`src/bulk_bridge_consts.svh`:
```
`ifndef BULK_BRIDGE_CONSTS_SVH
`define BULK_BRIDGE_CONSTS_SVH

// AXI4-Lite data path and byte address
`define BB_DATA_W 32
`define BB_ADDR_W 18

// On-chip SRAM depth in words
`define BB_MEM_WORDS 256

// Queue depths between the stages
`define BB_OP_FIFO_DEPTH 4
`define BB_IN_FIFO_DEPTH 16

// Command opcodes, first byte of each OUT packet
`define BB_OPC_WRITE 8'h01
`define BB_OPC_READ 8'h02

`endif

```
`src/bulk_bridge_pkg.sv`:
```
`include "bulk_bridge_consts.svh"

package bulk_bridge_pkg;

  // One byte of the IN stream with its end-of-packet flag
  typedef struct packed {
    logic       last;
    logic [7:0] data;
  } stream_beat_t;

  // One single-word memory access
  typedef struct packed {
    logic                  is_read;
    logic                  last_word;
    logic [`BB_ADDR_W-1:0] addr;
    logic [`BB_DATA_W-1:0] wdata;
  } mem_op_t;

  // Read data on its way back to the host
  typedef struct packed {
    logic                  last_word;
    logic [`BB_DATA_W-1:0] data;
  } rd_word_t;

endpackage

```
`src/response_packer.sv`:
```
`include "bulk_bridge_consts.svh"

module response_packer
  import bulk_bridge_pkg::*;
(
  input  logic         clock,
  input  logic         reset,
  input  logic         rd_valid_i,
  input  rd_word_t     rd_i,
  output logic         rd_ready_o,
  output logic         beat_valid_o,
  output stream_beat_t beat_o,
  input  logic         beat_ready_i
);

  logic [`BB_DATA_W-1:0] word_q;
  logic                  last_q;
  logic [1:0]            byte_idx;
  logic                  busy;
  logic                  beat_done;

  assign beat_done = beat_valid_o && beat_ready_i;

  // Next word may load as the final byte of the current one leaves
  assign rd_ready_o = !busy || (byte_idx == 2'd3 && beat_ready_i);

  assign beat_valid_o = busy;
  assign beat_o.data  = word_q[8*byte_idx +: 8];
  assign beat_o.last  = last_q && (byte_idx == 2'd3);

  always_ff @(posedge clock) begin
    if (reset) begin
      busy     <= 1'b0;
      byte_idx <= 2'd0;
    end else begin
      if (beat_done) begin
        byte_idx <= byte_idx + 2'd1;
        if (byte_idx == 2'd3) begin
          busy <= 1'b0;
        end
      end
      if (rd_valid_i && rd_ready_o) begin
        busy     <= 1'b1;
        byte_idx <= 2'd0;
      end
    end
  end

  always_ff @(posedge clock) begin
    if (rd_valid_i && rd_ready_o) begin
      word_q <= rd_i.data;
      last_q <= rd_i.last_word;
    end
  end

endmodule

```
`config.mk`:
```
export PLATFORM = sky130hd
export DESIGN_NAME = response_packer
export DESIGN_NICKNAME = d
export VERILOG_FILES = /design/src/bulk_bridge_pkg.sv /design/src/response_packer.sv
export VERILOG_INCLUDE_DIRS = /design/src
export SDC_FILE = /design/constraint.sdc
export NUM_CORES = 1
export LEC_CHECK = 0
export BUFFER_PORTS_ARGS = -buffer_cell sky130_fd_sc_hd__clkbuf_2
export CAP_MARGIN = 20
export CORE_MARGIN = 10
export CORE_UTILIZATION = 40
export DETAILED_ROUTE_END_ITERATION = 12
export PLACE_DENSITY_LB_ADDON = 0.12
export SLEW_MARGIN = 20
export SYNTH_ARGS = -nofsm -noshare
export SYNTH_HDL_FRONTEND = slang
export SYNTH_SLANG_ARGS = --single-unit
```
`constraint.sdc`:
```
create_clock -name clock -period 4.75 [get_ports clock]
set_input_delay 0.7125 -clock clock [delete_from_list [all_inputs] [get_ports clock]]
set_output_delay 0.7125 -clock clock [all_outputs]
set_load 0.02 [all_outputs]
```
; ---- Word level (Yosys, flattened, before mapping)
; Index checks and enable logic that the tools add are counted.
[totals]
regBits = 36
in_bits = 37
out_inout_bits = 11
wordCells = 20
[classes]
addsub = 1
eq_ne = 1
shift = 1
mux = 3
n_reduce_logical = 10
[op_table]
columns = op, count
row1 = $shiftx 32x6->8, 1
row2 = $logic_and 1x1->1, 4
row3 = $reduce_bool 2->1, 2
row4 = $mux 1, 3
row5 = $add 2x1->2 const B, 1
row6 = $eq 2x2->1 const B, 1
row7 = $reduce_and 2->1, 1
row8 = $reduce_or 2->1, 1
row9 = $logic_not 1->1, 1
row10 = $logic_or 1x1->1, 1

; ---- Logic depth before layout (Yosys ltp)
[logic_depth]
word_depth = 6
mapped_depth = 3
depth_no_buf = 3

; ---- Worst setup path after synthesis
; Ideal clock, no wire load.
[synth_timing]
kind = input-to-reg
start = in beat_ready_i
end = reg last_q (enable)
setup_ps = 375
t_arrival_ps = 1397
t_required_ps = 4375
setup_slack_ps = 2978
path_stages = 2
path_buffers = 0
cell_sequence = a21bo_4 > and2_2
[synth_via]
elab_chain_len = 3
[synth_rtl]
columns = item, line
row1 = start: declaration, response_packer.sv:13  ; input logic beat_ready_i
row2 = $logic_and 1x1->1, response_packer.sv:25  ; assign rd_ready_o = !busy || (byte_idx == 2'd3 && beat_ready_i);
row3 = $logic_or 1x1->1, response_packer.sv:25
row4 = $logic_and 1x1->1, response_packer.sv:50  ; if (rd_valid_i && rd_ready_o) begin
row5 = end signal: assignment, response_packer.sv:52  ; last_q <= rd_i.last_word;
row6 = end: declaration, response_packer.sv:17  ; logic last_q;
; No other way between the ends.
; A chain may end at the register's enable or synchronous reset.

==> metrics.md <==
| Metric | Value |
|---|---|
| Max_slew headroom | `50.3%` |
| Max Slew Vio Count | `0` |
| RSZ-0062 raised after global routing | `no` |
| Setup TNS Final | `0 ns` |
| Area share of the largest cell type after synthesis | `around 73%` |
| Initial Util | `about two fifths` |
| Row count | `21` |
| Setup crit start kind | `flop` |
| Final period util | `53.8%` |
| Die area | `6100 um^2` |
| Vias in the first global route | `897` |
| Die H | `78.1 um` |
| Cells after synthesis | `58` |
| Worst-path fanout max | `11` |
| Critical Path RT | `between 4 and 5 ns` |
| Most common cell after layout, fill and taps aside | `clkbuf_2` |
| Num CTS Buffers | `5` |
| Fin. Hold Viols | `0` |
| VDD IR max | `0.192 mV` |
| Core Footprint | `3310 um^2` |
| ANT nets after route | `0` |
| Synth Net Count | `96` |
| Clock latency on the worst-skew pair | `around 0.33 ns` |
| Yosys warns | `0` |
| CTS tree | `built` |
| Cell taking the most area after synthesis | `edfxtp_1` |
| Reg clk slew, reported paths | `0.11 ns` |
| Wire per inst | `16.1 um` |
| CTS root buffer | `clkbuf_4` |
| CP Capture Type | `output pin` |
| Layout cell share with drive strength beyond 1 | `57.7%` |
| Global-route wire length before repair | `4.13 mm` |
| Post-Syn Area | `around 1400 um^2` |
| Worst hold path type | `input pin to flop` |
| Fin cells | `157` |
| Max-Cap Viols | `0` |
| Seq cells post-synth | `36` |
| Clock tree sinks | `36` |
| Tmin final | `2.56 ns` |
| Crit-path slowest cell | `dfxtp_1` |
| Multi-input gate area | `278 um^2` |
| Syn-to-layout area delta | `24.6%` |
| Outcome | `completed` |
| Buf/Inv on CP | `1` |
| CP Data Arrival Time | `between 1.5 and 2 ns` |
| GR Util All Layers | `under 10%` |
| CP top delay family | `flip-flops` |
| Resized cells post-CTS | `0` |
| CTS Hold Bufs | `0` |
| Worst-margin pin slew | `between 0.7 and 0.8 ns` |
| GPL Wtd Cong | `0.627` |
| Pre-antenna DRT Iters | `4` |
| CP max stage delay | `~0.75 ns` |
| DRT iter0 DRCs | `28` |
| Clock Path Buffers | `2` |
| Critical Setup Path Class | `flop to output pin` |
| PortBufs | `47` |
| Filler Cell Count | `approximately 320` |
| DP Area | `1630 um^2` |
| Largest net degree at the start of global routing | `34` |
| Width of the chip | `78.1 um` |
| Cell total after placement | `between 100 and 150` |
| Nets@finish | `148` |
| Top cells by area, synth | `edfxtp_1 73%, mux4_2 13%, dfxtp_1 4.4%` |
| DR vias | `754` |
| I/O pin count | `48` |
| Synth cell types | `16` |
| Final core utilization | `50.9%` |
| DRC | `0` |
| Most frequent cells in the layout | `47 x clkbuf_2, 33 x edfxtp_1, 8 x mux4_2, 5 x clkbuf_4, 3 x dfxtp_1` |
| Setup Buffers After CTS | `0` |
| CP cell instances | `mux4_2 > clkbuf_2` |
| Pwr per Cell Area | `roughly 350 nW/um^2` |
| P_leak | `about 0.65 nW` |
| FMAX | `391 MHz` |
| Register Area | `1050 um^2` |
| Total grt overflow | `0` |
| Drt total wl | `2.53 mm` |
| Ant diodes | `0` |
| Clk_skew | `approximately 0.012 ns` |
| Setup violators final | `0` |
| Synth Area per Inst | `roughly 23 um^2` |
| CTS H-Tree Depth | `2` |
| Via-to-Cell Ratio | `4.80` |
| Post-synthesis sequential area ratio | `77.8%` |
| Initial antenna violation count | `0` |
| Final instance area | `1680 um^2` |
## area by class of cell
cell class / instances / area share [%]
multi-input cells: 19 / 16.5
clock buffers: 7 / 3.27
inverters: 1 / 0.223
flip-flops and latches: 36 / 62.4
repair buffers: 47 / 14.0
clock inverters: 1 / 0.223
well taps: 46 / 3.42
## synthesized netlist by cell type, drive strengths merged
cell type  instances
edfxtp            33
mux4               8
a21bo              3
dfxtp              3
a221oi             2
and2               2
buf                2
a21oi              1
ha                 1
inv                1
nand3              1
nand3b             1
## cell families (layout without fill, tap and decap cells)
family / count (synthesis) / after routing / share of synthesized area (%)
buf+inv: 3 / 56 / 1.67
fa+ha+maj: 1 / 1 / 0.926
simple gates: 4 / 4 / 1.94
mux: 8 / 8 / 13.3
flops: 36 / 36 / 77.8
compound gates: 6 / 6 / 4.35
## per-stage QoR
| step | hold slack, ns | power [mW] | setup WS (ns) |
|---|---|---|---|
| floorplan | 0.596 | 0.405 | 2.98 |
| global placement | 0.535 | 0.429 | 2.51 |
| detailed placement | 0.561 | 0.431 | 2.49 |
| CTS | 0.534 | 0.594 | 2.12 |
| global route | 0.518 | 0.613 | 2.03 |
| finish | 0.546 | 0.584 | 2.19 |
## registers in the layout, summed over array words and instances (netlist names)
name          flops
beat_valid_o      1
byte_idx          2
last_q            1
word_q           32
## routing by layer
layer	wire length, um	up-vias	GRT usage, %
li1	-	347	-
met4	56	0	4.84
met3	222	8	4.56
met1	983	367	8.70
met2	1260	32	14.5
met5	0	-	0
## report_power, final
part,internal (mW),leakage [nW],switching (mW),total [mW]
logic,0.0248,0.279,0.0256,0.0504
registers,0.366,0.339,0.00624,0.372
clock network,0.0710,0.0329,0.0910,0.162
total,0.461,0.651,0.123,0.584
## worst paths after layout
| check | depth (start not counted) | end | slack, ns | startpoint |
|---|---|---|---|---|
| worst max-delay path | 2 | beat_o[3] | 2.19 | byte_idx[0] |
| worst min-delay path | 1 | word_q[21] | 0.55 | rd_i[21] |
| worst max register to register | 3 | word_q[23] | 2.55 | byte_idx[0] |
| worst min register to register | 2 | byte_idx[1] | 0.58 | beat_valid_o |
No activity file was read; power rests on OpenSTA's default activity.
