**config.mk**
```make
export PLATFORM = sky130hd
export DESIGN_NAME = stream_fifo
export DESIGN_NICKNAME = d
export VERILOG_FILES = /design/src/stream_fifo.sv
export SDC_FILE = /design/constraint.sdc
export NUM_CORES = 1
export LEC_CHECK = 0
export ABC_AREA = 0
export BUFFER_PORTS_ARGS = -buffer_cell sky130_fd_sc_hd__buf_4
export CAP_MARGIN = 20
export CORE_MARGIN = 1
export CORE_UTILIZATION = 25
export DETAILED_ROUTE_END_ITERATION = 12
export GPL_TIMING_DRIVEN = 0
export PLACE_DENSITY = 0.54
export SYNTH_ARGS = -nofsm -noshare
export SYNTH_HDL_FRONTEND = slang
export SYNTH_SLANG_ARGS = --single-unit
```
**constraint.sdc**
```tcl
create_clock -name clock -period 2.28 [get_ports clock]
set_clock_uncertainty 0.15 [all_clocks]
set_input_delay 0.342 -clock clock [delete_from_list [all_inputs] [get_ports clock]]
set_output_delay 0.342 -clock clock [all_outputs]
set_load 0.01 [all_outputs]
```
**src/stream_fifo.sv**
```systemverilog
module stream_fifo #(
  parameter type payload_t = logic [7:0],
  parameter int  DEPTH     = 4
) (
  input  logic     clock,
  input  logic     reset,
  input  logic     in_valid_i,
  input  payload_t in_data_i,
  output logic     in_ready_o,
  output logic     out_valid_o,
  output payload_t out_data_o,
  input  logic     out_ready_i
);

  localparam int PTR_W = (DEPTH > 1) ? $clog2(DEPTH) : 1;

  payload_t         mem [DEPTH];
  logic [PTR_W-1:0] wr_ptr;
  logic [PTR_W-1:0] rd_ptr;
  logic [PTR_W:0]   count;
  logic             push;
  logic             pop;

  assign in_ready_o  = (count != (PTR_W + 1)'(DEPTH));
  assign out_valid_o = (count != '0);
  assign out_data_o  = mem[rd_ptr];

  assign push = in_valid_i && in_ready_o;
  assign pop  = out_valid_o && out_ready_i;

  always_ff @(posedge clock) begin
    if (reset) begin
      wr_ptr <= '0;
      rd_ptr <= '0;
      count  <= '0;
    end else begin
      // Pointers wrap at DEPTH, which need not be a power of two
      if (push) begin
        wr_ptr <= (wr_ptr == PTR_W'(DEPTH - 1)) ? '0 : wr_ptr + 1'b1;
      end
      if (pop) begin
        rd_ptr <= (rd_ptr == PTR_W'(DEPTH - 1)) ? '0 : rd_ptr + 1'b1;
      end
      if (push && !pop) begin
        count <= count + 1'b1;
      end else if (pop && !push) begin
        count <= count - 1'b1;
      end
    end
  end

  always_ff @(posedge clock) begin
    if (push) begin
      mem[wr_ptr] <= in_data_i;
    end
  end

  a_count_bound: assert property (@(posedge clock) disable iff (reset)
    count <= (PTR_W + 1)'(DEPTH));

endmodule

```
# == Word-level counts from Yosys, hierarchy flattened ==
# Memory sizes are Yosys's and may differ from the RTL's. A register that Yosys moved wholly into a read port is not among the register bits.
# Index checks and enable logic that the tools add are counted.
# op_classes
add_sub_neg,4
n_eq_ne,3
muxes,8
reduce_logical,8
# ops
operator,count
$mux 2,4
$mux 3,2
$add 2x1->2 const B,2
$eq 2x2->1 const B,2
$logic_and 1x1->1,4
$add 3x1->3 const B,1
$ne 3x3->1 const B,1
$reduce_bool 3->1,1
$sub 3x1->3 const B,1
$logic_not 1->1,2
$mux 1,2
$reduce_bool 2->1,1
# word_totals
ff_bits,7
mem_bits_rw,32
inputBits,12
elab_cells,27
memories,1
# mem_list
memory,depth,width,rd,rd_ports_with_merged_regs,write_ports,line,rtl
mem,4,8,1,1,1,17,payload_t mem [DEPTH];

# == Depth between registers and ports, before layout ==
# logic_depth
ltp_word,6
ltp_mapped,9
mapped_depth_nobuf,8

# == Least setup slack after synthesis ==
# OpenSTA, ideal clock, no wires.
# synth_timing
path_type,reg2reg
startpoint,register count[0]
endpoint,register count[2]
arrival_ns,2.101
setup_slack_ns,-0.041
path_stages_with_launch,10
n_path_buf,1
period_less_slack_ns,2.321
cell_sequence,dfxtp_1 > or3b_1 > clkbuf_2 > and2_4 > ha_1 > inv_1 > fa_1 > xor2_1 > or3_2 > a21oi_1
# synth_via
elab_chain_len,5
# synth_rtl
element,line,rtl
start: declaration,20,logic [PTR_W:0] count;
start signal: assignment,45,count <= count + 1'b1;
start signal: assignment,47,count <= count - 1'b1;
$ne 3x3->1 *,24,assign in_ready_o = (count != (PTR_W + 1)'(DEPTH));
named net in_ready_o,9,"output logic in_ready_o,"
$logic_and 1x1->1 *,28,assign push = in_valid_i && in_ready_o;
named net push,21,logic push;
$logic_not 1->1,46,end else if (pop && !push) begin
$logic_and 1x1->1,46,
$reduce_bool 2->1 (no source line),--,
# The timed path passes the listed nets; every way through them passes the cells marked *. The select of a mux whose other input is x is not followed.
# A chain may end at the register's enable or synchronous reset.

# == Worst setup path after layout ==
# layout_timing
startpoint,register count[2]
endpoint,register count[2]
# layout_via
elab_chain_len,5
# layout_rtl
element,line
$ne 3x3->1 *,24
$logic_and 1x1->1 *,28
named net push,21
$logic_not 1->1,46
$logic_and 1x1->1,46
$reduce_bool 2->1 (no source line),--
# Marked as above.

==> results by group <==
Status
  – Status: complete, no violations

Cells and area
  – Area Overhead vs Synth: 25.4%
  – Number of fill cells: around 620
  – Finished Layout Cells: between 150 and 200
  – N_diodes: 0
  – Share of cells above drive strength 1: 46.7%
  – Most frequent cells in the layout: edfxtp_1 (32), buf_4 (25), mux4_2 (8)
  – Final instance area: between 2000 and 2500 um^2
  – Commonest non-fill, non-tap cell in the layout: edfxtp_1
  – Fin nets: 140

Placed design
  – Number of port buffers: 20
  – Dpl hpwl: ~1900 um
  – Placement Setup Slack: -0.178 ns
  – Final Wtd Congestion: approximately 0.62
  – DP Area: ~1900 um^2
  – Post-Place Cells: roughly 190

Floorplanning
  – Die area: ~6900 um^2
  – Die Y: between 80 and 90 um
  – Core footprint: 6310 um^2
  – Starting density of the core: 25.9%
  – # IOs: 22
  – Die width: 82.8 um
  – # rows: 29

Synthesis
  – Synth Area in Simple Gates: under 10%
  – Post-synthesis adder-cell area fraction: under 10%
  – Netlist cell types: 26
  – Number of flops mapped to enable cells by yosys: 32
  – Syn_area_per_cell: 18.2 um^2
  – Ys Warns: 0
  – Post-synthesis mux area share: 12.9%
  – Post-Synth XOR/XNOR Area: about 1.1%
  – Top FF cell, synth: edfxtp_1
  – Cell count after synthesis: 90
  – Synthesis-stage register bit count: 41
  – Compound-Gate Fraction of Synth Area: approximately 2.1%
  – Netlist Area Pre-Place: 1630 um^2
  – Ys async rst share: 0%
  – Syn_nets: between 100 and 150
  – Largest family of logic cells by synthesized area: multiplexers
  – Sequential share of the synthesized area: between 60% and 70%

STA
  – Worst-Margin Slew: around 0.53 ns
  – Rel. slew slack: about two thirds
  – Setup ws final: around 0.089 ns
  – Final worst path period share: between 90% and 100%
  – Max Slew Vio Count: 0
  – Setup violators final: 0
  – Min Tclk post-route: 2.19 ns
  – Fin Setup TNS: 0 ns
  – RSZ-0062 raised after global routing: no
  – Fmax: 456 MHz
  – Final hold vios: 0

Setup path
  – Critical Path End Type: flip-flop
  – Slowest CP cell: fa_2
  – Worst Path Required: between 2 and 2.5 ns
  – Crit-path cells: or3b_4 -> and2_4 -> ha_4 -> inv_1 -> fa_2 -> xor2_1 -> or3_4 -> a21oi_2
  – Max stage delay on crit path: roughly 0.4 ns
  – WS Path Type: flip-flop to flip-flop
  – Critical path arrival: about 2.3 ns
  – CP max FO: 5
  – Worst Setup Start Kind: flip-flop

Route
  – DRT antenna net count: 0
  – Iter 0 DRT Violations: 54
  – DRC Markers: 0
  – Total Routed Length: 2870 um
  – DRT Pass-1 Iters: 4
  – DR vias/cell: about 4.4
  – Via count: slightly below 900
  – DR WL/cell: ~14 um

Hold path
  – Worst min path class: input pin to flip-flop

Global routing
  – Total track usage: 9.17%
  – Global-route wire length before repair: between 4000 and 5000 um
  – Total gr overflow: 0
  – Initial antenna violation count: 0
  – Largest net degree at the start of global routing: 14
  – Vias in the first global route: approximately 970

CTS
  – CTS tree: yes
  – Clock buffer depth: 2
  – CTS Sinks: between 40 and 50
  – Hold Buf Count CTS: 0
  – Cts bufs inserted: 5
  – CTS clk-pin slew, worst paths: ~0.080 ns
  – Worst-Skew Late Latency: ~0.28 ns
  – CTS H-Tree Depth: 2
  – Clock Root Buffer: clkbuf_8

Power and ir drop
  – Maximum vdd drop: slightly below 0.5 mV
  – Pwr Density: between 1000 and 1500 nW/um^2
  – Leak pwr: 0.740 nW

Run
  – Max-cap violation count: 0
cell families (layout without fill, tap and decap cells):
group	Yosys count	count (layout)
flops	41	41
simple gates	17	17
mux	11	11
fa+ha+maj	7	7
buf+inv	7	39
compound gates	5	5
xor+xnor	2	2
worst max-delay path, delay by kind of cell, from the launching register on:
family          cells  cell delay [ns]
compound gates      1             0.15
xor+xnor            1             0.16
buf+inv             1             0.06
fa+ha+maj           2             0.52
simple gates        3             0.71
flops               1             0.37
final cells by class:
| cell class | count | area [um^2] | area share (%) |
|---|---|---|---|
| Timing Repair Buffer | 25 | 188 | 9.16 |
| Inverter | 3 | 11.3 | 0.549 |
| Buffer | 3 | 12.5 | 0.610 |
| Tap cell | 77 | 96.3 | 4.70 |
| Clock inverter | 3 | 17.5 | 0.855 |
| Sequential cell | 41 | 1150 | 56.2 |
| Multi-Input combinational cell | 42 | 503 | 24.5 |
| Clock buffer | 5 | 68.8 | 3.36 |
path summary, 6_finish.rpt:
check                                   from         to  slack, ns  cells past startpoint
worst max-delay path                count[2]   count[2]       0.09                      8
worst min-delay path            in_data_i[6]  mem[0][6]        0.1                      1
worst max register to register      count[2]   count[2]       0.09                      8
worst min register to register     rd_ptr[0]  flip-flop       0.36                      2
metrics by stage:
stage	util [%]	total power (W)	hold slack, ns
2_1_floorplan	-	0.00140	0.291
3_3_place_gp	29.9	0.00160	0.331
3_5_place_dp	29.9	0.00164	0.339
4_1_cts	31.8	0.00217	0.0890
5_1_grt	32.5	0.00232	0.0899
6_report	32.5	0.00219	0.0987
cell usage after synthesis (2+ instances only):
library cell / instances / area, um^2
or3_2: 2 / 15.0
nand2b_1: 2 / 12.5
xor2_1: 2 / 17.5
edfxtp_1: 32 / 961
ha_1: 6 / 75.1
dfxtp_1: 9 / 180
a21oi_1: 2 / 10.0
mux2i_1: 3 / 30.0
inv_1: 3 / 11.3
nor2_1: 3 / 11.3
mux4_2: 8 / 180
and3_2: 4 / 30.0
metal layers:
metal	routed length [um]	up-vias	GRT usage, %	part of all wire [%]
met2	1530	21	15.6	53
met1	1140	431	10.4	40
li1	-	407	-	-
met4	55	0	4.23	1.9
met5	0	-	0	0
met3	151	7	3.08	5.3
registers in the layout, summed over array words and instances (netlist names), named ones only:
name / count
wr_ptr: 2
mem: 32
count: 3
rd_ptr: 2
power by group:
part           internal [W]  switching [W]  total, W
clock network      0.000211       0.000241  0.000453
logic              0.000406       0.000323  0.000729
registers          0.000934      0.0000703   0.00100
total               0.00155       0.000635   0.00219
repair_timing:
action / in CTS / in global routing
gates cloned: 0 / 0
gates resized for setup: 8 / 3
pin swaps: 4 / 4
buffers inserted: 2 / 3
setup endpoints to repair: 1 / 1
Power figures use the tool's default switching activity.
