==> src/bulk_bridge_consts.svh <==
`ifndef BULK_BRIDGE_CONSTS_SVH
`define BULK_BRIDGE_CONSTS_SVH

// AXI4-Lite data path and byte address
`define BB_DATA_W 32
`define BB_ADDR_W 18

// On-chip SRAM depth in words
`define BB_MEM_WORDS 256

// Queue depths between the stages
`define BB_OP_FIFO_DEPTH 4
`define BB_IN_FIFO_DEPTH 16

// Command opcodes, first byte of each OUT packet
`define BB_OPC_WRITE 8'h01
`define BB_OPC_READ 8'h02

`endif

==> src/bulk_bridge_pkg.sv <==
`include "bulk_bridge_consts.svh"

package bulk_bridge_pkg;

  // One byte of the IN stream with its end-of-packet flag
  typedef struct packed {
    logic       last;
    logic [7:0] data;
  } stream_beat_t;

  // One single-word memory access
  typedef struct packed {
    logic                  is_read;
    logic                  last_word;
    logic [`BB_ADDR_W-1:0] addr;
    logic [`BB_DATA_W-1:0] wdata;
  } mem_op_t;

  // Read data on its way back to the host
  typedef struct packed {
    logic                  last_word;
    logic [`BB_DATA_W-1:0] data;
  } rd_word_t;

endpackage

==> src/axil_master.sv <==
`include "bulk_bridge_consts.svh"

module axil_master
  import bulk_bridge_pkg::*;
(
  input  logic                    clock,
  input  logic                    reset,
  input  logic                    op_valid_i,
  input  mem_op_t                 op_i,
  output logic                    op_ready_o,
  output logic                    awvalid_o,
  input  logic                    awready_i,
  output logic [`BB_ADDR_W-1:0]   awaddr_o,
  output logic                    wvalid_o,
  input  logic                    wready_i,
  output logic [`BB_DATA_W-1:0]   wdata_o,
  output logic [`BB_DATA_W/8-1:0] wstrb_o,
  input  logic                    bvalid_i,
  output logic                    bready_o,
  input  logic [1:0]              bresp_i,
  output logic                    arvalid_o,
  input  logic                    arready_i,
  output logic [`BB_ADDR_W-1:0]   araddr_o,
  input  logic                    rvalid_i,
  output logic                    rready_o,
  input  logic [`BB_DATA_W-1:0]   rdata_i,
  input  logic [1:0]              rresp_i,
  output logic                    rd_valid_o,
  output rd_word_t                rd_o,
  input  logic                    rd_ready_i
);

  typedef enum logic [1:0] {ST_IDLE, ST_WRITE, ST_READ} state_t;

  state_t  state;
  mem_op_t op_q;
  logic    r_phase;

  assign op_ready_o = (state == ST_IDLE);

  assign awaddr_o = op_q.addr;
  assign araddr_o = op_q.addr;
  assign wdata_o  = op_q.wdata;
  assign wstrb_o  = '1;

  // Responses are taken only once the request side is done
  assign bready_o = (state == ST_WRITE) && !awvalid_o && !wvalid_o;
  assign r_phase  = (state == ST_READ) && !arvalid_o;

  // R passes straight through to the packer
  assign rd_valid_o   = r_phase && rvalid_i;
  assign rready_o     = r_phase && rd_ready_i;
  assign rd_o.last_word = op_q.last_word;
  assign rd_o.data      = rdata_i;

  always_ff @(posedge clock) begin
    if (reset) begin
      state     <= ST_IDLE;
      awvalid_o <= 1'b0;
      wvalid_o  <= 1'b0;
      arvalid_o <= 1'b0;
    end else begin
      case (state)
        ST_IDLE: begin
          if (op_valid_i) begin
            if (op_i.is_read) begin
              arvalid_o <= 1'b1;
              state     <= ST_READ;
            end else begin
              awvalid_o <= 1'b1;
              wvalid_o  <= 1'b1;
              state     <= ST_WRITE;
            end
          end
        end
        ST_WRITE: begin
          if (awvalid_o && awready_i) begin
            awvalid_o <= 1'b0;
          end
          if (wvalid_o && wready_i) begin
            wvalid_o <= 1'b0;
          end
          if (bvalid_i && bready_o) begin
            state <= ST_IDLE;
          end
        end
        default: begin
          if (arvalid_o && arready_i) begin
            arvalid_o <= 1'b0;
          end
          if (rvalid_i && rready_o) begin
            state <= ST_IDLE;
          end
        end
      endcase
    end
  end

  always_ff @(posedge clock) begin
    if (op_valid_i && op_ready_o) begin
      op_q <= op_i;
    end
  end

  a_aw_hold: assert property (@(posedge clock) disable iff (reset)
    (awvalid_o && !awready_i) |=> awvalid_o);
  a_ar_hold: assert property (@(posedge clock) disable iff (reset)
    (arvalid_o && !arready_i) |=> arvalid_o);

endmodule

==> config.mk <==
export PLATFORM = sky130hd
export DESIGN_NAME = axil_master
export DESIGN_NICKNAME = d
export VERILOG_FILES = /design/src/bulk_bridge_pkg.sv /design/src/axil_master.sv
export VERILOG_INCLUDE_DIRS = /design/src
export SDC_FILE = /design/constraint.sdc
export NUM_CORES = 1
export LEC_CHECK = 0
export ABC_AREA = 0
export BUFFER_PORTS_ARGS = -buffer_cell sky130_fd_sc_hd__buf_2
export CAP_MARGIN = 20
export CORE_AREA = 2 2 81 83
export CTS_CLUSTER_DIAMETER = 100
export CTS_CLUSTER_SIZE = 28
export DETAILED_ROUTE_END_ITERATION = 12
export DIE_AREA = 0 0 83 85
export PLACE_DENSITY = 0.79
export SLEW_MARGIN = 20
export SYNTH_ARGS = -nofsm -noshare
export SYNTH_HDL_FRONTEND = slang
export SYNTH_SLANG_ARGS = --single-unit
export TNS_END_PERCENT = 20
==> constraint.sdc <==
create_clock -name clock -period 5.09 [get_ports clock]
set_input_delay 0.7635 -clock clock [delete_from_list [all_inputs] [get_ports clock]]
set_output_delay 0.7635 -clock clock [all_outputs]
set_load 0.02 [all_outputs]
# == Yosys cells after proc, flatten, opt, wreduce, memory -nomap -nowiden ==
# Index checks and enable logic that the tools add are counted.
# op_classes
n_div,0
add_sub_neg,0
reduce_logical,22
n_lt_le_gt_ge,0
n_bitwise,1
n_mul,0
shift,0
eq_ne,8
n_mux,15
# ops
cell,n
$reduce_and 4->1,3
$logic_and 1x1->1,11
$mux 2,4
$mux 1,7
$ne 2x1->1 const B,3
$ne 2x2->1 const B,3
$pmux 1 s2,3
$pmux 2 s2,1
$reduce_bool 2->1,2
$logic_not 1->1,3
$reduce_and 3->1,1
$reduce_bool 3->1,1
$eq 2x1->1 const B,1
$eq 2x2->1 const B,1
$logic_not 2->1,1
$not 1->1,1
# word_totals
n_memories,0
regBits,56
mem_bits_ro,0
latchBits,0
input_bits,97
ram_bits,0
out_inout_bits,112
word_cells,53

# == Logic depth before layout (Yosys ltp) ==
# logic_depth
depth_word,6
mapped_depth,2
depth_no_buf,2

# == Least setup slack after synthesis ==
# Ideal clock, no wire load.
# synth_timing
kind,input to register
from,input port op_valid_i
to,"register op_q, in the netlist araddr_o[0] (enable)"
path_stages,1
setup_slack_ps,2696
required_time_ps,4676
t_arrival_ps,1980
path_cell_list,and2_1
# synth_between
elab_chain_len,1
# synth_rtl
item,line,text
from (decl),axil_master.sv:8,"input logic op_valid_i,"
$logic_and 1x1->1,axil_master.sv:100,if (op_valid_i && op_ready_o) begin
to (signal assigned),axil_master.sv:101,op_q <= op_i;
to (decl),axil_master.sv:36,mem_op_t op_q;
# Every way passes these cells.
# A chain may end at the register's enable or synchronous reset.

# == Worst setup path after layout ==
# layout_timing
from,register state[1]
to,output port bready_o
# layout_between
elab_chain_len,3
# layout_rtl
item,line,text
from (decl),axil_master.sv:35,state_t state;
from (signal assigned),axil_master.sv:58,state <= ST_IDLE;
from (signal assigned),axil_master.sv:68,state <= ST_READ;
from (signal assigned),axil_master.sv:72,state <= ST_WRITE;
$eq 2x1->1,axil_master.sv:47,assign bready_o = (state == ST_WRITE) && !awvalid_o && !wvalid_o;
$logic_and 1x1->1 (2 in series),axil_master.sv:47,
to (decl),axil_master.sv:19,"output logic bready_o,"
# Every way passes these cells.

==> impl_metrics.csv <==
group,metric,value,unit
outcome,status,"finished, final reports clean",
place,place_ws,2.86,ns
final_layout,final_nets,321,
final_layout,drive_gt1_frac,0.667,
die,start_util,0.354,
hold_path,hold_class,"flop to flop",
critical_path,cp_slowest_cell,"dfxtp_1",
die,die_x,83,µm
global_routing,antenna_found_initial,0,
logic_synthesis,synth.distinct_cells,20,
clock_network,cts_buffer_depth,2,
drt,firstDrtPassIters,5,
clock_network,clkTransAtPathRegs,0.09,ns
critical_path,crit_path_end_kind,"output port",
die,die_area,7060,µm²
global_routing,groute.usage.overall,0.107,
place,placed_cells,294,
critical_path,worstSetupPathType,"flop to output port",
drt,drtIter0Drc,27,
place,dpl_cell_area,2580,µm²
timing,setup_tns,0,ns
global_routing,grt_overflow_total,0,
place,hpwl,3100,µm
drt,wirelength,4070,µm
critical_path,critPathRequiredTime,4.33,ns
pwr,power_density,358,nW/µm²
timing,period_needed,2.12,ns
logic_synthesis,synth_warnings,0,
clock_network,cts_max_level,2,
critical_path,worst_setup_path_start_kind,"flop",
critical_path,crit_family,"flip-flops",
clock_network,cts.sinks,56,
critical_path,arrival,1.36,ns
global_routing,grt_start_max_net_pins,52,
timing,period_share,0.416,
final_layout,area_delta_synth_final,21.6,%
clock_network,clk_latency,0.30,ns
logic_synthesis,synth_cells,132,
place,gp_congestion,0.651,
final_layout,stdcell_area,2670,µm²
clock_network,post_cts_buffers,0,
timing,fmaxAchievable,472,MHz
die,rows,29,
logic_synthesis,ys_ff_latch,56,
clock_network,postCtsResizedCells,0,
timing,rsz0062_at_grt,"no",
logic_synthesis,netlist_top_cells_area,"edfxtp_1, buf_4, dfxtp_1, a221oi_1, and3_2",
drt,antenna_left,0,
critical_path,path_cells,"and2b_2 -> and3_1 -> buf_2",
clock_network,cts_root_buffer,"clkbuf_8",
pwr,p_leak,1.19,nW
clock_network,cts_made_buffers,5,
die,design.portCount,209,
drt,wl_per_cell,13.5,µm
logic_synthesis,synth_top_area_frac,0.697,
hold_path,min_from,"awvalid_o",
pwr,ir_drop,0.161,mV
final_layout,diodes,0,
timing,slew_headroom,0.557,
critical_path,cpPeakStageDelay,0.47,ns
timing,fin_skew,0.00567,ns
drt,drc,0,
logic_synthesis,syn_area_per_cell,16.6,µm²
drt,vias,1309,
drt,viasPerCell,4.33,
global_routing,grt_pass1_wl,5980,µm
logic_synthesis,yosysSeqAreaShare,0.743,
timing,timing.final.ws_setup,2.97,ns
logic_synthesis,yosys.area.top_type,"edfxtp_1",
critical_path,crit_fanout,9,
logic_synthesis,netlist_area,2200,µm²
die,die_y,85,µm
final_layout,final_cells,302,
timing,finalSetupViolCount,0,
timing,hold_viol,0,
timing,worst_slew_pin_slew,0.665,ns
critical_path,crit_buf_inv,1,
die,core_area,6200,µm²
clock_network,cts_tree,"yes",
critical_path,worstSetupStartpoint,"state[1]",
critical_path,r2r-start,"state[1]",
clock_network,hold_buffers,0,
place,io_buffers,136,
timing,maxSlewViolCount,0,
run,maxCapViolCount,0,
final_layout,utilization,0.430,
global_routing,grt_pass1_vias,1264,
[logic make-up (layout without fill, tap and decap cells)]
logic type	count (synthesis)	after routing	share of synthesized area
flops	56	56	0.743
buf+inv	56	146	0.188
simple gates	13	13	0.0467
compound gates	6	6	0.0205
other cells	1	4	0.00171
[metrics by stage]
stage	total power, W	hold slack (ns)
6_report	0.000957	0.517
5_1_grt	0.00100	0.558
4_1_cts	0.000971	0.520
3_5_place_dp	0.000729	0.503
3_3_place_gp	0.000725	0.487
2_1_floorplan	0.000710	0.503
[final cells by class]
cell class | count | area [µm²]
clock buffer | 6 | 72.6
multi-input combinational | 23 | 165
sequential | 56 | 1630
tap | 77 | 96.3
clock inverter | 2 | 16.3
inverter | 2 | 7.51
timing repair buffer | 136 | 681
fill | 583 | 3530
[worst min-delay path, delay by kind of cell, from the launching register on]
family          cells  cell delay [ns]
flops               1             0.34
buf+inv             1             0.07
compound gates      1             0.07
[cells in the mapped netlist (all sizes together)]
| library cell | count |
|---|---|
| buf | 54 |
| edfxtp | 51 |
| dfxtp | 5 |
| and3 | 3 |
| a221oi | 2 |
| inv | 2 |
| nor2 | 2 |
| o22ai | 2 |
| a21bo | 1 |
| a21oi | 1 |
| and2 | 1 |
| and2b | 1 |
| conb | 1 |
| nand2b | 1 |
| nor4b | 1 |
| nor4bb | 1 |
| or2b | 1 |
| or4b | 1 |
| or4bb | 1 |
[layout by cell type (no fill, tap or decap)]
cell	instances
nor2_1	2
nor4bb_1	1
and2_4	1
edfxtp_1	51
dfxtp_1	5
and2b_2	1
a221oi_1	2
buf_2	136
a21bo_2	1
o22ai_1	2
conb_1	4
or4b_4	1
nand2b_1	1
and3_2	2
a21oi_1	1
clkinvlp_4	1
and3_1	1
or4bb_2	1
nor4b_1	1
or2b_1	1
clkinv_4	1
inv_1	2
clkbuf_8	5
clkbuf_1	1
[flip-flops by register name, indices dropped and copies added (netlist names)]
| name | count |
|---|---|
| araddr_o | 18 |
| arvalid_o | 1 |
| awvalid_o | 1 |
| rd_o | 1 |
| state | 2 |
| wdata_o | 32 |
| wvalid_o | 1 |
[worst paths after layout]
path	endpoint	slack, ns	cells past startpoint
worst min-delay path	awvalid_o	0.52	2
worst max register to register	rd_o[32]	3.56	2
worst max-delay path	bready_o	2.97	3
worst min register to register	awvalid_o	0.52	2
[report_power, final]
part | total [W] | internal (W) | switching [W]
Combinational | 0.000158 | 0.0000536 | 0.000104
Sequential | 0.000558 | 0.000546 | 0.0000125
Clock | 0.000241 | 0.0000983 | 0.000143
[per-layer routing]
metal	GRT usage	vias up	part of all wire
met1	0.116	606	0.37
met2	0.191	97	0.53
met4	0.0507	0	0.017
li1	-	594	-
met3	0.0350	12	0.089
met5	0	-	0
Note: power is estimated with default switching activity, not from simulation.
