`src/bulk_bridge_consts.svh`:
```
`ifndef BULK_BRIDGE_CONSTS_SVH
`define BULK_BRIDGE_CONSTS_SVH

// AXI4-Lite data path and byte address
`define BB_DATA_W 32
`define BB_ADDR_W 18

// On-chip SRAM depth in words
`define BB_MEM_WORDS 256

// Queue depths between the stages
`define BB_OP_FIFO_DEPTH 4
`define BB_IN_FIFO_DEPTH 16

// Command opcodes, first byte of each OUT packet
`define BB_OPC_WRITE 8'h01
`define BB_OPC_READ 8'h02

`endif

```
`src/bulk_bridge_pkg.sv`:
```
`include "bulk_bridge_consts.svh"

package bulk_bridge_pkg;

  // One byte of the IN stream with its end-of-packet flag
  typedef struct packed {
    logic       last;
    logic [7:0] data;
  } stream_beat_t;

  // One single-word memory access
  typedef struct packed {
    logic                  is_read;
    logic                  last_word;
    logic [`BB_ADDR_W-1:0] addr;
    logic [`BB_DATA_W-1:0] wdata;
  } mem_op_t;

  // Read data on its way back to the host
  typedef struct packed {
    logic                  last_word;
    logic [`BB_DATA_W-1:0] data;
  } rd_word_t;

endpackage

```
`src/command_parser.sv`:
```
`include "bulk_bridge_consts.svh"

module command_parser
  import bulk_bridge_pkg::*;
(
  input  logic       clock,
  input  logic       reset,
  input  logic       s_tvalid_i,
  input  logic [7:0] s_tdata_i,
  output logic       s_tready_o,
  output logic       op_valid_o,
  output mem_op_t    op_o,
  input  logic       op_ready_i
);

  typedef enum logic [1:0] {ST_HDR, ST_WDATA, ST_READ} state_t;

  state_t                state;
  logic [1:0]            hdr_idx;
  logic [1:0]            byte_idx;
  logic [7:0]            opcode_q;
  logic [7:0]            words_left;
  logic [`BB_ADDR_W-3:0] word_addr;
  logic [23:0]           word_buf;
  logic                  can_emit;
  logic                  accept;

  function automatic mem_op_t make_op(input logic rd, input logic last,
                                      input logic [`BB_ADDR_W-3:0] waddr,
                                      input logic [`BB_DATA_W-1:0] data);
    mem_op_t op;
    op.is_read   = rd;
    op.last_word = last;
    op.addr      = {waddr, 2'b00};
    op.wdata     = data;
    return op;
  endfunction

  // Bytes stall while an op waits that the queue cannot take
  assign can_emit   = !op_valid_o || op_ready_i;
  assign s_tready_o = (state != ST_READ) && can_emit;
  assign accept     = s_tvalid_i && s_tready_o;

  always_ff @(posedge clock) begin
    if (reset) begin
      state      <= ST_HDR;
      hdr_idx    <= 2'd0;
      byte_idx   <= 2'd0;
      words_left <= 8'd0;
      op_valid_o <= 1'b0;
    end else begin
      if (op_valid_o && op_ready_i) begin
        op_valid_o <= 1'b0;
      end
      case (state)
        ST_HDR: begin
          if (accept) begin
            hdr_idx <= hdr_idx + 2'd1;
            case (hdr_idx)
              2'd0: opcode_q <= s_tdata_i;
              2'd1: word_addr[7:0] <= s_tdata_i;
              2'd2: word_addr[15:8] <= s_tdata_i;
              default: begin
                if (opcode_q == `BB_OPC_READ) begin
                  // First read word goes out right away
                  op_valid_o <= 1'b1;
                  op_o       <= make_op(1'b1, s_tdata_i == 8'd1, word_addr, '0);
                  word_addr  <= word_addr + 1'b1;
                  words_left <= s_tdata_i - 8'd1;
                  state      <= (s_tdata_i == 8'd1) ? ST_HDR : ST_READ;
                end else begin
                  words_left <= s_tdata_i;
                  byte_idx   <= 2'd0;
                  state      <= ST_WDATA;
                end
              end
            endcase
          end
        end
        ST_WDATA: begin
          if (accept) begin
            byte_idx <= byte_idx + 2'd1;
            if (byte_idx == 2'd3) begin
              op_valid_o <= 1'b1;
              op_o       <= make_op(1'b0, 1'b0, word_addr, {s_tdata_i, word_buf});
              word_addr  <= word_addr + 1'b1;
              words_left <= words_left - 8'd1;
              if (words_left == 8'd1) begin
                state <= ST_HDR;
              end
            end else begin
              // Little-endian, so each byte shifts in from the top
              word_buf <= {s_tdata_i, word_buf[23:8]};
            end
          end
        end
        default: begin
          if (can_emit) begin
            op_valid_o <= 1'b1;
            op_o       <= make_op(1'b1, words_left == 8'd1, word_addr, '0);
            word_addr  <= word_addr + 1'b1;
            words_left <= words_left - 8'd1;
            if (words_left == 8'd1) begin
              state <= ST_HDR;
            end
          end
        end
      endcase
    end
  end

  a_opcode_known: assert property (@(posedge clock) disable iff (reset)
    (accept && state == ST_HDR && hdr_idx == 2'd0) |->
    (s_tdata_i == `BB_OPC_WRITE || s_tdata_i == `BB_OPC_READ));

endmodule

```
`config.mk`:
```
export PLATFORM = sky130hd
export DESIGN_NAME = command_parser
export DESIGN_NICKNAME = d
export VERILOG_FILES = /design/src/bulk_bridge_pkg.sv /design/src/command_parser.sv
export VERILOG_INCLUDE_DIRS = /design/src
export SDC_FILE = /design/constraint.sdc
export NUM_CORES = 1
export LEC_CHECK = 0
export BUFFER_PORTS_ARGS = -buffer_cell sky130_fd_sc_hd__buf_2
export CAP_MARGIN = 20
export CORE_MARGIN = 4
export CORE_UTILIZATION = 51
export DETAILED_ROUTE_END_ITERATION = 10
export PLACE_DENSITY = 0.75
export SYNTH_ARGS = -nofsm -noshare
export SYNTH_HDL_FRONTEND = slang
export SYNTH_SLANG_ARGS = --single-unit
```
`constraint.sdc`:
```
create_clock -name clock -period 4.04 [get_ports clock]
set_input_delay 0.404 -clock clock [delete_from_list [all_inputs] [get_ports clock]]
set_output_delay 0.404 -clock clock [all_outputs]
set_load 0.02 [all_outputs]
```
== Word level (Yosys, flattened, before mapping) ==
Cells that the tools add are included.

* $add $sub $neg: 5
* Equality and inequality tests: 18
* Muxes and demuxes: 44
* Bitwise logic cells: 2
* Reduce and logical (&&, ||, !) cells: 20

{| class="wikitable"
|+ Operators by type and width
! cell !! number
|-
| $mux W52 || 6
|-
| $pmux W52 S2 || 1
|-
| $mux W16 || 5
|-
| $mux W8 || 6
|-
| $pmux W8 S2 || 3
|-
| $pmux W16 S2 || 1
|-
| $mux W2 || 12
|-
| $reduce_and A7 Y1 || 3
|-
| $ne A2 B2 Y1 const B || 9
|-
| $add A16 B1 Y16 const B || 1
|-
| $eq A8 B1 Y1 const B || 2
|-
| $sub A8 B1 Y8 const B || 2
|-
| $reduce_and A5 Y1 || 2
|-
| $eq A8 B2 Y1 const B || 1
|-
| $pmux W2 S2 || 2
|-
| $reduce_and A4 Y1 || 2
|-
| $mux W1 || 7
|-
| $ne A3 B2 Y1 const B || 2
|-
| $add A2 B1 Y2 const B || 2
|-
| $eq A2 B1 Y1 const B || 2
|-
| $eq A2 B2 Y1 const B || 2
|-
| $logic_not A2 Y1 || 2
|-
| $reduce_or A2 Y1 || 2
|-
| $logic_and A1 B1 Y1 || 3
|-
| other kinds (8) || 9
|}

* Register bits after elaboration: 115
* Bits of input ports: 12
* Output and inout port bits: 54
* Word-level logic and storage cells: 102

== Longest topological paths before layout ==
* Depth after elaboration: 6
* Depth in mapped cells: 8
* Mapped depth without buffers: 7

== Least setup slack after synthesis ==
No wires, ideal clock.

* Path type: reg-to-reg
* Start: register state[0]
* End: register op_o[0] (netlist name), enable pin
* Arrival: 3.634 ns
* Required time: 3.566 ns
* Path slack: -0.068 ns
* Cell stages (with the launch flop): 8
* Buffers on the path: 1
* Clock period less this slack: 4.108 ns
* Path through: dfxtp_1 -> buf_6 -> inv_2 -> nor2_1 -> inv_1 -> o221ai_2 -> or2_2 -> a21oi_1

* Cells in the longest elaborated chain, start to end: 5

{| class="wikitable"
|+ RTL lines
! item !! RTL line !! RTL
|-
| start, declared || command_parser.sv:18 || <nowiki>state_t state;</nowiki>
|-
| start signal, assigned || command_parser.sv:70 || <nowiki>state <= (s_tdata_i == 8'd1) ? ST_HDR : ST_READ;</nowiki>
|-
| $ne A2 B2 Y1 || command_parser.sv:41 || <nowiki>assign s_tready_o = (state != ST_READ) && can_emit;</nowiki>
|-
| $logic_and A1 B1 Y1 || command_parser.sv:41 ||
|-
| $logic_and A1 B1 Y1 || command_parser.sv:42 || <nowiki>assign accept = s_tvalid_i && s_tready_o;</nowiki>
|-
| $ne A2 B2 Y1 (no line) || -- ||
|-
| $reduce_and A7 Y1 (no line) (*) || -- ||
|-
| end signal, assigned || command_parser.sv:67 || <nowiki>op_o <= make_op(1'b1, s_tdata_i == 8'd1, word_addr, '0);</nowiki>
|-
| end signal, assigned || command_parser.sv:85 || <nowiki>op_o <= make_op(1'b0, 1'b0, word_addr, {s_tdata_i, word_buf});</nowiki>
|-
| end signal, assigned || command_parser.sv:100 || <nowiki>op_o <= make_op(1'b1, words_left == 8'd1, word_addr, '0);</nowiki>
|-
| end, declared || command_parser.sv:12 || <nowiki>output mem_op_t op_o,</nowiki>
|}

Mark *: on every way between the ends. The rest lies on a longest branch, timed or not.
A chain may end at the register's enable or synchronous reset.

== Worst setup path in the final report ==
* Start: register state[0]
* End: register op_o[13] (netlist name), enable pin

Same word-level chain as after synthesis.

==> results.md <==
- Area Overhead vs Synth: 21.4%
- Rel. slew slack: 29.0%
- Total I/O pin count: 66
- # DRC: 0
- Fin. max-slew vios: 0
- Clock buffer depth: 2
- Fin. Hold Viols: 0
- Final period util: 74.5%
- Final nets: 472
- CP max FO: 36
- Clock sinks: 113
- CTS Hold Bufs: 0
- Post-route ant nets: 0
- Final setup viols: 0
- Peak supply drop: 0.277 mV
- DRT iter0 DRCs: 198
- YS warnings: 0
- Psw: 651 uW
- IO Port Bufs: 63
- Total of max-cap violations: 0
- Post-CTS Setup Inserts: 0
- DRT Wirelength: 9870 um
- CTS buffer count: 17
- Post-Syn Area per Cell: 12.7 um2
- Initial antenna violation count: 0
- Min Tclk post-route: 3.01 ns
- Die Y: 105 um
- Area leader, netlist: edfxtp_1
- Synth top area cells: edfxtp_1 (61%), dfxtp_1 (6.2%), and3_1 (4.3%)
- Via count: 3190
- RSZ-0062 raised after global routing: no
- CORE AREA: 0.00924 mm2
- Sequential area share after synthesis: 66.9%
- Post-synth ARST share: 0%
- CTS tree: done
- Share of cells above drive strength 1: 24.6%
- CP Buf/Inv Count: 3
- CP Launch Type: flop
- Antenna Cells: 0
- CP delay by family, top: buffers and inverters
- LEAKAGE: 0.00218 uW
- Post-cts sizing count: 0
- Largest stage delay, worst path: 0.63 ns
- Worst-margin pin slew: 1.06 ns
- FF+latch count, synth: 113
- First-pass GRT wire length: 16300 um
- Vias in the first global route: 3194
- Gpl congestion: 0.871
- Critical Path RT: 4.22 ns
- Sw Share: 22.2%
- Skew final: 0.00809 ns
- Pwr/cell area: 498 mW/mm2
- H-tree depth: 4
- Worst Path Arrival: 3.19 ns
- Top_reg_cell synth: edfxtp_1
- Die area: 0.0111 mm2
- Clock insertion delay at the later pin of the skew report: 0.51 ns
- Clock slew at reported path FFs: 0.06 ns
- Combinational Power Share: 4.8%
- Dpl hpwl: 6520 um
- Effective utilization at floorplan: 52.4%
- Setup TNS: 0 ns
- Cell with the most instances after synthesis: edfxtp_1
- Reg power frac: 44.5%
- CTS root buf: clkbuf_8
- Gr usage total: 18.8%
- # placed instances: 560
- Synth Cell Area: 0.00484 mm2
- Clock power share: 50.7%
- Hold WC Path Type: in -> reg
- Gr ovfl total: 0
- Critical path type: reg -> reg
- Die X: 105 um
- Vias/cell: 5.39
- Internal power: 2280 uW
- Worst setup EP type: flop
- Mapped Cells: 382
- Yosys top cell area share: 60.7%
- Wire per inst: 16.7 um
- Outcome: complete, no violations
- Post-synth EDFFs: 98
- Final non-filler cell total: 592
- DRT Pass-1 Iters: 4
- Crit-path cells: inv_2, nor2_1, inv_1, o221ai_2, or2_2, a21oi_4, buf_4
- Pin count of the biggest net entering global routing: 37
- Most frequent cells after synthesis: edfxtp_1 (98), nor2_1 (37), and3_1 (33)
- Std-Cell Rows: 35
- Slowest-stage cell, CP: dfxtp_1
- Distinct cell type count after synthesis: 48
- Fmax: 332 MHz
==> power by group through the flow <==
stage	combinational [uW]	clock, uW	sequential [uW]
4_1_cts	140	1500	1300
3_5_place_dp	138	0	1330
2_1_floorplan	98.0	0	1330
5_1_grt	157	1570	1310
6_report	140	1490	1300
3_3_place_gp	134	0	1330
==> area by class of cell <==
| class | instances | area (um2) |
|---|---|---|
| fill | 660 | 3360 |
| sequential | 113 | 3240 |
| multi-input combinational | 240 | 1490 |
| clock buffer | 17 | 414 |
| timing repair buffer | 67 | 345 |
| clock inverter | 15 | 183 |
| tap | 129 | 161 |
| inverter | 11 | 41.3 |
==> kinds of logic after synthesis <==
kind of cell             share of synthesized area (%)
buffers and inverters                             2.66
XOR/XNOR                                          3.80
AO/OA/AOI/OAI                                     7.36
AND/OR/NAND/NOR                                   15.9
flip-flops                                        66.9
multiplexers                                     0.646
other                                           0.0774
adder cells (fa/ha/maj)                           2.58
==> sequential cells by signal, summed over array words and instances (netlist names) <==
register and count:
words_left 8, word_addr 16, state 2, opcode_q 8, hdr_idx 2, op_valid_o 1
op_o 50, word_buf 24, byte_idx 2
==> cell usage in the layout, fill, tap and decap left out, types with 5 or more instances in the layout <==
master     netlist  layout
a21oi_1         32      31
and3_1          33      33
buf_2            1      63
clkbuf_16        0      16
dfxtp_1         15      15
edfxtp_1        98      98
ha_1            10      10
inv_1           10      10
nand2_1         19      19
nand3_1         15      15
nand4_1          7       7
nor2_1          37      37
nor3_1          10      10
o21ai_0         14      14
or2_2            5       5
xnor2_1         11      11
xor2_1          10      10
==> final timing paths <==
path,startpoint,to,slack (ns),depth (start not counted)
hold / removal,s_tdata_i[1],word_buf[17]$_DFFE_PP_,0.20,1
setup reg to reg,state[0]$_SDFFE_PP0P_,op_o[13]$_DFFE_PP_,1.03,7
hold reg to reg,word_buf[20]$_DFFE_PP_,word_buf[12]$_DFFE_PP_,0.44,0
setup / recovery,state[0]$_SDFFE_PP0P_,op_o[13]$_DFFE_PP_,1.03,7
==> stage by stage <==
| step | instance area (um2) | hold WS, ns | util, % | power [uW] | setup WS (ns) |
|---|---|---|---|---|---|
| after floorplan | 4850 | 0.419 | - | 1420 | 0.528 |
| final | 5880 | 0.204 | 63.7 | 2930 | 1.03 |
| after global placement | 5290 | 0.422 | 57.2 | 1460 | 1.15 |
| after CTS | 5880 | 0.175 | 63.7 | 2950 | 1.03 |
| after detailed placement | 5290 | 0.433 | 57.2 | 1460 | 1.05 |
| after global routing | 5880 | 0.188 | 63.7 | 3030 | 0.777 |
==> metal layers <==
layer  wire (um)  part of all wire (%)  global-route usage (%)  up-vias
met4         114                   1.2                    8.81        0
li1            -                     -                       -     1551
met2        5070                    51                    30.8      103
met5           0                     0                       0        -
met1        4060                    41                    23.2     1526
met3         629                   6.4                    5.08       10
==> worst reg2reg max path, stage by stage, from the launching register on <==
cell      delay (ns)
dfxtp_1         0.63
inv_2           0.21
nor2_1          0.07
inv_1           0.19
o221ai_2        0.25
or2_2           0.40
a21oi_4         0.53
buf_4           0.41
No activity file was read; power rests on OpenSTA's default activity.
